==> src/source/cpuPkg.sv <==
// Core shared definitions
package cpuPkg;

    localparam int RegAddrW = 5;
    localparam int DataW = 32;

    // Primary opcode field, instr[31:26]
    typedef enum logic [5:0] {
        OpSpecial = 6'h00,
        OpBeq     = 6'h04,
        OpAddiu   = 6'h09,
        OpOri     = 6'h0d,
        OpLui     = 6'h0f,
        OpLw      = 6'h23,
        OpSw      = 6'h2b
    } opcodeT;

    // R-type function field, instr[5:0]
    typedef enum logic [5:0] {
        FnAddu = 6'h21,
        FnSubu = 6'h23,
        FnAnd  = 6'h24,
        FnOr   = 6'h25,
        FnSlt  = 6'h2a
    } functT;

    typedef enum logic [2:0] {
        AluAdd,
        AluSub,
        AluAnd,
        AluOr,
        AluSlt,
        AluLui
    } aluOpT;

    // What WB does with an entry
    typedef enum logic [1:0] {
        WbNone,
        WbReg,
        WbLoad,
        WbStore
    } wbKindT;

endpackage

==> src/source/exWbIf.sv <==
// EX to WB pipeline bundle
interface exWbIf;

    logic                           valid;
    cpuPkg::wbKindT                 kind;
    logic [cpuPkg::RegAddrW-1:0]    destReg;
    // ALU value, or the address for lw and sw
    logic [cpuPkg::DataW-1:0]       result;
    logic [cpuPkg::DataW-1:0]       storeData;

    modport ex (
        output valid, kind, destReg, result, storeData
    );

    modport wb (
        input valid, kind, destReg, result, storeData
    );

    // Only what the hazard check needs
    modport fwd (
        input valid, kind, destReg
    );

endinterface

==> src/source/Cpu.sv <==
// Three-stage pipelined core
module Cpu #(
    parameter logic [31:0] ResetPc = 32'h0000_0000
) (
    input  logic        clk,
    input  logic        arstN,
    output logic [31:0] instrAddr,
    input  logic [31:0] instrData,
    output logic [31:0] busAddr,
    output logic [31:0] busWData,
    output logic        busWe,
    input  logic [31:0] busRData
);

    logic                        fetchValid;
    logic [31:0]                 fetchInstr;
    logic [31:0]                 fetchPc;
    logic                        branchTaken;
    logic [31:0]                 branchTarget;
    logic [cpuPkg::RegAddrW-1:0] rAddr1;
    logic [cpuPkg::RegAddrW-1:0] rAddr2;
    logic [31:0]                 rData1;
    logic [31:0]                 rData2;
    logic [31:0]                 wbValue;
    logic                        regWe;
    logic [cpuPkg::RegAddrW-1:0] regWAddr;
    logic [31:0]                 regWData;

    exWbIf exWb ();

    StageIF #(.ResetPc(ResetPc)) StageIF_i (
        .clk(clk), .arstN(arstN),
        .branchTaken(branchTaken), .branchTarget(branchTarget),
        .instrAddr(instrAddr), .instrData(instrData),
        .fetchValid(fetchValid), .fetchInstr(fetchInstr), .fetchPc(fetchPc)
    );

    StageEX StageEX_i (
        .clk(clk), .arstN(arstN),
        .fetchValid(fetchValid), .fetchInstr(fetchInstr), .fetchPc(fetchPc),
        .rAddr1(rAddr1), .rAddr2(rAddr2), .rData1(rData1), .rData2(rData2),
        .wbValue(wbValue),
        .branchTaken(branchTaken), .branchTarget(branchTarget),
        .exOut(exWb.ex), .exFwd(exWb.fwd)
    );

    StageWB StageWB_i (
        .wbIn(exWb.wb),
        .busAddr(busAddr), .busWData(busWData), .busWe(busWe), .busRData(busRData),
        .wbValue(wbValue),
        .regWe(regWe), .regWAddr(regWAddr), .regWData(regWData)
    );

    GRF GRF_i (
        .clk(clk), .arstN(arstN),
        .rAddr1(rAddr1), .rAddr2(rAddr2), .rData1(rData1), .rData2(rData2),
        .regWe(regWe), .regWAddr(regWAddr), .regWData(regWData)
    );

endmodule

==> src/source/GRF.sv <==
// General register file
module GRF (
    input  logic                        clk,
    input  logic                        arstN,
    input  logic [cpuPkg::RegAddrW-1:0] rAddr1,
    input  logic [cpuPkg::RegAddrW-1:0] rAddr2,
    output logic [cpuPkg::DataW-1:0]    rData1,
    output logic [cpuPkg::DataW-1:0]    rData2,
    input  logic                        regWe,
    input  logic [cpuPkg::RegAddrW-1:0] regWAddr,
    input  logic [cpuPkg::DataW-1:0]    regWData
);

    // Register 0 has no storage
    logic [cpuPkg::DataW-1:0] regs [1:31];

    always_ff @(posedge clk or negedge arstN) begin
        if (!arstN) begin
            for (int i = 1; i < 32; i++) begin
                regs[i] <= '0;
            end
        end else if (regWe && regWAddr != '0) begin
            regs[regWAddr] <= regWData;
        end
    end

    assign rData1 = (rAddr1 == '0) ? '0 : regs[rAddr1];
    assign rData2 = (rAddr2 == '0) ? '0 : regs[rAddr2];

endmodule

==> src/source/StageEX.sv <==
// Decode and execute stage
module StageEX (
    input  logic                        clk,
    input  logic                        arstN,
    input  logic                        fetchValid,
    input  logic [31:0]                 fetchInstr,
    input  logic [31:0]                 fetchPc,
    output logic [cpuPkg::RegAddrW-1:0] rAddr1,
    output logic [cpuPkg::RegAddrW-1:0] rAddr2,
    input  logic [31:0]                 rData1,
    input  logic [31:0]                 rData2,
    input  logic [31:0]                 wbValue,
    output logic                        branchTaken,
    output logic [31:0]                 branchTarget,
    exWbIf.ex                           exOut,
    exWbIf.fwd                          exFwd
);

    cpuPkg::opcodeT              opcode;
    cpuPkg::functT               funct;
    cpuPkg::aluOpT               aluOp;
    cpuPkg::wbKindT              kind;
    logic [cpuPkg::RegAddrW-1:0] destReg;
    logic [15:0]                 imm;
    logic [31:0]                 immExt;
    logic                        useImm;
    logic                        isBeq;
    logic                        wbWrites;
    logic [31:0]                 rsVal;
    logic [31:0]                 rtVal;
    logic [31:0]                 opB;
    logic [31:0]                 aluRes;

    assign opcode = cpuPkg::opcodeT'(fetchInstr[31:26]);
    assign funct  = cpuPkg::functT'(fetchInstr[5:0]);
    assign imm    = fetchInstr[15:0];
    assign rAddr1 = fetchInstr[25:21];
    assign rAddr2 = fetchInstr[20:16];

    // WB holds the only older instruction in flight
    assign wbWrites = exFwd.valid && exFwd.destReg != '0
        && (exFwd.kind == cpuPkg::WbReg || exFwd.kind == cpuPkg::WbLoad);
    assign rsVal = (wbWrites && exFwd.destReg == rAddr1) ? wbValue : rData1;
    assign rtVal = (wbWrites && exFwd.destReg == rAddr2) ? wbValue : rData2;

    always_comb begin
        aluOp   = cpuPkg::AluAdd;
        kind    = cpuPkg::WbNone;
        destReg = fetchInstr[15:11];
        immExt  = {{16{imm[15]}}, imm};
        useImm  = 1'b0;
        isBeq   = 1'b0;
        if (fetchValid) begin
            case (opcode)
                cpuPkg::OpSpecial: begin
                    kind = cpuPkg::WbReg;
                    case (funct)
                        cpuPkg::FnAddu: aluOp = cpuPkg::AluAdd;
                        cpuPkg::FnSubu: aluOp = cpuPkg::AluSub;
                        cpuPkg::FnAnd:  aluOp = cpuPkg::AluAnd;
                        cpuPkg::FnOr:   aluOp = cpuPkg::AluOr;
                        cpuPkg::FnSlt:  aluOp = cpuPkg::AluSlt;
                        default:        kind  = cpuPkg::WbNone;
                    endcase
                end
                cpuPkg::OpAddiu: begin
                    kind    = cpuPkg::WbReg;
                    destReg = rAddr2;
                    useImm  = 1'b1;
                end
                cpuPkg::OpOri: begin
                    aluOp   = cpuPkg::AluOr;
                    kind    = cpuPkg::WbReg;
                    destReg = rAddr2;
                    immExt  = {16'h0000, imm};
                    useImm  = 1'b1;
                end
                cpuPkg::OpLui: begin
                    aluOp   = cpuPkg::AluLui;
                    kind    = cpuPkg::WbReg;
                    destReg = rAddr2;
                end
                cpuPkg::OpLw: begin
                    kind    = cpuPkg::WbLoad;
                    destReg = rAddr2;
                    useImm  = 1'b1;
                end
                cpuPkg::OpSw: begin
                    kind   = cpuPkg::WbStore;
                    useImm = 1'b1;
                end
                cpuPkg::OpBeq: isBeq = 1'b1;
                default: ;
            endcase
        end
    end

    assign opB = useImm ? immExt : rtVal;

    always_comb begin
        case (aluOp)
            cpuPkg::AluSub: aluRes = rsVal - opB;
            cpuPkg::AluAnd: aluRes = rsVal & opB;
            cpuPkg::AluOr:  aluRes = rsVal | opB;
            cpuPkg::AluSlt: aluRes = {31'b0, $signed(rsVal) < $signed(opB)};
            cpuPkg::AluLui: aluRes = {imm, 16'h0000};
            default:        aluRes = rsVal + opB;
        endcase
    end

    assign branchTaken  = isBeq && (rsVal == rtVal);
    assign branchTarget = fetchPc + 32'd4 + {immExt[29:0], 2'b00};

    // EX/WB register
    always_ff @(posedge clk or negedge arstN) begin
        if (!arstN) begin
            exOut.valid <= 1'b0;
            exOut.kind  <= cpuPkg::WbNone;
        end else begin
            exOut.valid <= fetchValid;
            exOut.kind  <= kind;
        end
    end

    always_ff @(posedge clk) begin
        exOut.destReg   <= destReg;
        exOut.result    <= aluRes;
        exOut.storeData <= rtVal;
    end

    // A taken branch comes from a real instruction and leaves a bubble behind it
    branchSquash: assert property (
        @(posedge clk) disable iff (!arstN)
        branchTaken |-> fetchValid ##1 !fetchValid
    );

endmodule

==> src/source/StageIF.sv <==
// Instruction fetch stage
module StageIF #(
    parameter logic [31:0] ResetPc = 32'h0000_0000
) (
    input  logic        clk,
    input  logic        arstN,
    input  logic        branchTaken,
    input  logic [31:0] branchTarget,
    output logic [31:0] instrAddr,
    input  logic [31:0] instrData,
    output logic        fetchValid,
    output logic [31:0] fetchInstr,
    output logic [31:0] fetchPc
);

    logic [31:0] pc;

    assign instrAddr = pc;

    always_ff @(posedge clk or negedge arstN) begin
        if (!arstN) begin
            pc <= ResetPc;
        end else if (branchTaken) begin
            pc <= branchTarget;
        end else begin
            pc <= pc + 32'd4;
        end
    end

    // IF/EX register, squashed behind a taken branch
    always_ff @(posedge clk or negedge arstN) begin
        if (!arstN) begin
            fetchValid <= 1'b0;
        end else begin
            fetchValid <= !branchTaken;
        end
    end

    always_ff @(posedge clk) begin
        fetchInstr <= instrData;
        fetchPc    <= pc;
    end

    // Branch targets come from EX, so this covers the whole redirect path
    pcAligned: assert property (
        @(posedge clk) disable iff (!arstN) pc[1:0] == 2'b00
    );

endmodule

==> src/source/StageWB.sv <==
// Memory access and write-back stage
module StageWB (
    exWbIf.wb                           wbIn,
    output logic [31:0]                 busAddr,
    output logic [31:0]                 busWData,
    output logic                        busWe,
    input  logic [31:0]                 busRData,
    output logic [31:0]                 wbValue,
    output logic                        regWe,
    output logic [cpuPkg::RegAddrW-1:0] regWAddr,
    output logic [31:0]                 regWData
);

    logic isLoad;

    assign isLoad = wbIn.kind == cpuPkg::WbLoad;

    // Address goes out for every kind since the bus reads combinationally
    assign busAddr  = wbIn.result;
    assign busWData = wbIn.storeData;
    assign busWe    = wbIn.valid && wbIn.kind == cpuPkg::WbStore;

    assign wbValue  = isLoad ? busRData : wbIn.result;

    assign regWe    = wbIn.valid && (isLoad || wbIn.kind == cpuPkg::WbReg);
    assign regWAddr = wbIn.destReg;
    assign regWData = wbValue;

    // Word bus with no byte lanes
    always_comb begin
        storeAligned: assert (!busWe || busAddr[1:0] == 2'b00);
    end

endmodule

==> config.mk <==
export PLATFORM = sky130hd
export DESIGN_NAME = Cpu
export DESIGN_NICKNAME = d
export VERILOG_FILES = /design/src/source/cpuPkg.sv /design/src/source/exWbIf.sv /design/src/source/Cpu.sv /design/src/source/GRF.sv /design/src/source/StageEX.sv /design/src/source/StageIF.sv /design/src/source/StageWB.sv
export SDC_FILE = /design/constraint.sdc
export NUM_CORES = 2
export LEC_CHECK = 0
export BUFFER_PORTS_ARGS = -buffer_cell sky130_fd_sc_hd__buf_4
export CAP_MARGIN = 15
export CORE_UTILIZATION = 31
export CTS_BUF_LIST = sky130_fd_sc_hd__clkbuf_4 sky130_fd_sc_hd__clkbuf_8 sky130_fd_sc_hd__clkbuf_16
export DETAILED_ROUTE_END_ITERATION = 8
export PLACE_DENSITY = 0.56
export SETUP_SLACK_MARGIN = 0.15
export SYNTH_ARGS = -nofsm -noshare
export SYNTH_HDL_FRONTEND = slang
export SYNTH_SLANG_ARGS = --single-unit
==> constraint.sdc <==
create_clock -name clk -period 6.1 [get_ports clk]
set_clock_uncertainty 0.1 [all_clocks]
set_input_delay 0.915 -clock clk [delete_from_list [all_inputs] [get_ports clk]]
set_output_delay 0.915 -clock clk [all_outputs]
set_load 0.01 [all_outputs]
After elaboration in Yosys (flattened, before gate mapping) --
Cells that the tools add are included.
Cells by class: eq/ne operators 22, magnitude comparators 5, bitwise gates (word level) 5, add/sub/neg operators 5, reduce and logical (&&, ||, !) cells 19, mux-type cells 31
Operators by type and width (count):
- $bwmux 992 | 1
- $mux 32 | 14
- $bmux 32 s5 | 2
- $demux 32 s5 | 1
- $pmux 32 s5 | 1
- $add 32x3->32 const B | 2
- $add 32x32->32 | 2
- $eq 6x6->1 const B | 7
- $and 32x32->32 | 1
- $eq 32x32->1 | 1
- $lt 32x32->1 | 1
- $or 32x32->32 | 1
- $sub 32x32->32 | 1
- $eq 6x4->1 const B | 3
- $ge 6x6->1 const B | 3
- $not 5->6 | 3
- $pmux 3 s4 | 1
- $eq 5x5->1 | 2
- $logic_not 5->1 | 2
- $mux 5 | 2
- $logic_and 1x1->1 | 9
- $pmux 3 s3 | 1
- $pmux 2 s4 | 1
- $reduce_or 4->1 | 2
- 16 further kinds | 23
Storage, ports and cells: output and inout bits 97, bits of input ports 66, flip-flop bits (word level) 1161, word-level logic and storage cells 127

Depth between registers and ports, before layout --
word-level depth 9, depth in mapped cells 29, mapped depth without buffers 25

Modules after synthesis --
A second synthesis with hierarchy kept.
Unflattened totals: cells, all modules 5355, area, all modules 67506.0 µm²
By module, submodules not included:
- GRF | area an instance 52948.3 µm², instances 1, cells each 3628, sequential area each 24823.8 µm²
- StageEX | area an instance 10168.5 µm², instances 1, cells each 1333, sequential area each 1456.4 µm²
- StageIF | area an instance 3045.4 µm², instances 1, cells each 252, sequential area each 2107.0 µm²
- StageWB | area an instance 1343.8 µm², instances 1, cells each 142, sequential area each 0.0 µm²

Least setup slack after synthesis --
OpenSTA, ideal clock, no wires.
path type register to register, from register StageIF_i.fetchInstr[22], to register StageEX_i.exOut.result[31], slack 0.780 ns, path buffers 4, data arrival time 5.097 ns, cell stages (with the launch flop) 23, required time 5.877 ns, clock period less this slack 5.320 ns, library setup time 0.123 ns, cells stage by stage dfxtp_1 > buf_2 > buf_4 > buf_2 > clkbuf_1 > mux4_2 > a22oi_1 > nand3_1 > a211oi_2 > inv_1 > ha_1 > a21oi_1 > o21bai_1 > a211oi_1 > nand4b_1 > a31oi_1 > a31oi_1 > nor3_1 > a2111oi_0 > o21bai_1 > a21oi_1 > mux2i_1 > nand3_1
On the way: longest elaborated chain between the ends 8, elaborated cells on any way between the ends 14, those cells by class add/sub (2); eq/ne (1); mux (6); bitwise (3); reduce/logical (2)
RTL lines:
- from (decl) | RTL line StageIF.sv:12 | output logic [31:0] fetchInstr,
- from (signal assigned) | RTL line StageIF.sv:40 | fetchInstr <= instrData;
- $not 5->6 (implied by the code) | RTL line GRF.sv:27 | assign rData1 = (rAddr1 == '0) ? '0 : regs[rAddr1];
- $bmux 32 s5 | RTL line GRF.sv:27
- $mux 32 (implied by the code) (2 in series) | RTL line GRF.sv:27
- $mux 32 | RTL line GRF.sv:27
- $mux 32 (*) | RTL line StageEX.sv:43 | assign rsVal = (wbWrites && exFwd.destReg == rAddr1) ? wbValue : rData1;
- $add 32x32->32, or another cell as far along | RTL line StageEX.sv:107 | default: aluRes = rsVal + opB;
- $pmux 32 s5 (*) | RTL line StageEX.sv:101 | case (aluOp)
- net StageEX_i.aluRes[31] | RTL line StageEX.sv:32 | logic [31:0] aluRes;
- to (signal assigned) | RTL line StageEX.sv:127 | exOut.result <= aluRes;
- to (decl) | RTL line exWbIf.sv:12 | output valid, kind, destReg, result, storeData
Mark *: on every way through the listed nets, which the timed path passes. The rest lies on a longest branch. The select of a mux whose other input is x is not followed. A chain may end at the register's enable or synchronous reset.

Worst setup path after layout --
from register StageIF_i.fetchInstr[21], to register StageEX_i.exOut.result[25]
The elaborated chain is that of the path after synthesis.

==> metrics.cfg <==
[yosys]
synth_common_cells=dfrtp_1, nand2_1, o21ai_0
synthSimpleGateAreaFrac_pct=10.5
synthXorXnorAreaFrac_pct=1.32
synthAdderAreaFrac_pct=3.18
yosysSeqAreaShare_pct=44.6
netlist_area_um2=63700
async_reset_ff_share_pct=88.5
ys_ff_latch=1161
synthMuxAreaShare_pct=20.7
synth_top_area_share_pct=40.4
syn_nets=6288
synthCells=6062
synth_enable_flop_cells=0
synth.most_common_cell=dfrtp_1
avgSynthCellArea_um2=10.5
synth_top_family_by_area=multiplexers
ys_top_cells_by_area=dfrtp_1, mux4_2, o21ai_0, a21oi_1, nand2_1
synth_compound_area_share_pct=15.1
yosys.cell_types.count=98
yosys.area.top_type=dfrtp_1
synth_flop_cell=dfrtp_1
yosys_warnings=0

[routing]
ant_nets=0
drc=0
drt_iter0_drc=5931
dr.pass1.iters=6
drt-total-wl_um=240000
wl_per_cell_um=26.5
vias=51100
viasPerCell=5.66

[setup_path]
crit_type=reg2reg
r2r_end=StageEX_i.exOut.result[25]$_DFF_P_
slowest_delay_ns=0.98
required_ns=6.67
start_kind=register
cp.arrival_ns=6.45
ff2ff_setup_slack_ns=0.22
crit_chain=buf_12, buf_12, nor4_1, or2_1, nor2_8, buf_4, a22oi_1, o21ai_1, buf_4, ha_1, or4_1, o21a_1, o311a_1, o21a_1, o31ai_1, buf_4, a21oi_1, o21ai_0, o2111a_1, a41oi_1
end_kind=register
crit_path_frequent_cell=buf_4
worstPathMaxFanout=15
slowest_stage=nor4_1
rr_worst_depth=20
timing.rr.start=StageIF_i.fetchInstr[21]$_DFF_P_

[floorplanning]
core_um2=203000
dieArea_um2=207000
rows=165
die_x_um=455
start_util_pct=31.3
die_height_um=455
num_io_pins=163

[finish]
nets=6490
utilization_pct=36.9
drive_gt1_share_pct=24.3
area_delta_synth_final_pct=17.6

[global_routing]
overflow=0
grt_pass1_wl_um=350000
antenna_found_initial=6
grt_usage_pct=22.9
grt_pass1_vias=50000
grt_max_degree=168

[run_status]
status=finished clean

[sta]
rsz0062_at_grt=false
hold_viol_final=0
maxSlewViolCount=0
slew_headroom_pct=13.0
timing.fmax_mhz=170
setup_ws_ns=0.220
final.min_clock_period_ns=5.88
fin_crit_sh_pct=96.4
setup_viol=0
worst_pin_slew_ns=1.30

[worst_hold_path]
min_path_type=in2reg
holdPathEnd=StageIF_i.fetchInstr[23]$_DFF_P_
whs_path_depth=1
holdCritStartpoint=instrData[23]

[place]
port_buffers=162
gp_congestion=0.951
dp_hpwl_um=162000
dp_slack_ns=-0.0210

[clocking]
clk_latency_ns=0.81
cts_tree=built
root_buffer=clkbuf_16
cts_max_path_buffers=3
clock-sinks=1161
clk_pin_slew_ns=0.07
cts.htree.levels=4
cts_made_buffers=134

[pwr]
pwr-share-seq_pct=40.3
p_clk_share_pct=35.5
power_density_nw_per_um2=314
combPwrFrac_pct=24.2
total_power_mw=23.5
switching_share_pct=32.5
internal_power_mw=15.8
net-switching-power_mw=7.64
leakage_nw=30.0
peakVddDrop_mv=0.252

[job]
cap_violations=0

sequential cells by signal, indices dropped and copies added (netlist names):
signal                     count
StageEX_i.exOut.result        32
StageEX_i.exOut.storeData     32
StageIF_i.fetchPc             32
StageEX_i.exOut.destReg        5
GRF_i.regs                   992
StageIF_i.instrAddr           32
StageEX_i.exOut.valid          1
StageEX_i.exOut.kind           2
StageIF_i.fetchValid           1
StageIF_i.fetchInstr          32
placed cells by master (no fill, tap or decap), types with 28 or more instances in the layout:
master | netlist | final
dfrtp_1 | 1028 | 1028
nand2_1 | 764 | 750
o21ai_0 | 670 | 663
nor2_1 | 607 | 593
a21oi_1 | 573 | 569
buf_4 | 37 | 550
mux4_2 | 477 | 477
ha_1 | 157 | 155
clkbuf_16 | 0 | 140
dfxtp_1 | 133 | 124
inv_1 | 111 | 109
mux2i_1 | 140 | 107
mux2_2 | 88 | 88
xnor2_1 | 60 | 60
o22ai_1 | 59 | 58
nand3_1 | 53 | 53
a22oi_1 | 51 | 51
a221oi_1 | 49 | 48
buf_12 | 2 | 38
xor2_1 | 36 | 36
a211oi_1 | 35 | 34
clkbuf_8 | 0 | 29
nor3_1 | 29 | 28
a21o_1 | 28 | 28
o21bai_1 | 28 | 28
metal layers:
layer	part of all wire, %	vias to the layer above	track usage [%]	wire [um]
met3	8.6	558	4.71	20600
met5	0.010	-	0	25
li1	-	22300	-	-
met1	41	25800	30.6	98000
met2	45	2390	35.7	109000
met4	5.2	4	10.3	12400
per-stage QoR:
step | cells | setup TNS, ns | instance area [um2] | hold slack, ns
2_1_floorplan | 6062 | 0 | 63700 | 0.316
3_3_place_gp | 8772 | -0.0492 | 69800 | 0.279
3_5_place_dp | 8773 | -0.0210 | 69800 | 0.289
4_1_cts | 9016 | 0 | 74500 | 0.0555
5_1_grt | 9041 | 0 | 74900 | 0.0731
6_report | 9042 | 0 | 74900 | 0.103
logic make-up after synthesis:
logic type	after synthesis
xor+xnor	96
buf+inv	652
compound gates	1671
simple gates	1613
fa+ha+maj	160
flops	1161
mux	709
critical path, delay by kind of cell, from the launching register on:
family          cells  cell delay, ns
compound gates     10            2.08
simple gates        4            1.92
flops               1            0.37
fa+ha+maj           1            0.35
buf+inv             5            0.89
power groups by stage:
stage | Sequential [mW] | Combinational, mW | Clock [mW]
final | 9.45 | 5.68 | 8.35
after global routing | 9.57 | 6.10 | 8.76
after CTS | 9.44 | 5.54 | 8.47
after detailed placement | 9.57 | 5.51 | 0
after global placement | 9.52 | 5.44 | 0
after floorplan | 9.25 | 3.38 | 0
worst max-delay path by stage:
stage	start	to	slack, ns	depth (start not counted)
2_1_floorplan	StageIF_i.fetchInstr[22]$_DFF_P_	StageEX_i.exOut.result[31]$_DFF_P_	0.78	22
3_3_place_gp	StageIF_i.fetchInstr[23]$_DFF_P_	StageEX_i.exOut.result[0]$_DFF_P_	-0.03	22
3_5_place_dp	StageIF_i.fetchInstr[23]$_DFF_P_	StageEX_i.exOut.result[0]$_DFF_P_	-0.02	22
4_1_cts	StageIF_i.fetchInstr[16]$_DFF_P_	StageEX_i.exOut.result[30]$_DFF_P_	0.18	28
5_1_grt	StageIF_i.fetchInstr[16]$_DFF_P_	StageEX_i.exOut.result[0]$_DFF_P_	0.14	26
6_report	StageIF_i.fetchInstr[21]$_DFF_P_	StageEX_i.exOut.result[25]$_DFF_P_	0.22	20
area by class of cell:
class / instances / area, um2
clock buffers: 192 / 4040
fillers: 20000 / 128000
repair buffers: 601 / 5140
inverters: 117 / 439
clock inverters: 49 / 513
multi-input cells: 4249 / 33000
diodes: 1 / 2.50
flip-flops and latches: 1161 / 28400
well taps: 2672 / 3340
repair_timing:
item | CTS | global route
hold endpoints to repair | 14 | 0
pin swaps | 3 | 13
hold buffers | 1 | 0
buffers inserted | 1 | 23
endpoints found under the setup margin | 7 | 13
gates resized for setup | 12 | 38
cloned | 0 | 2
(Power assumes the default switching activity.)
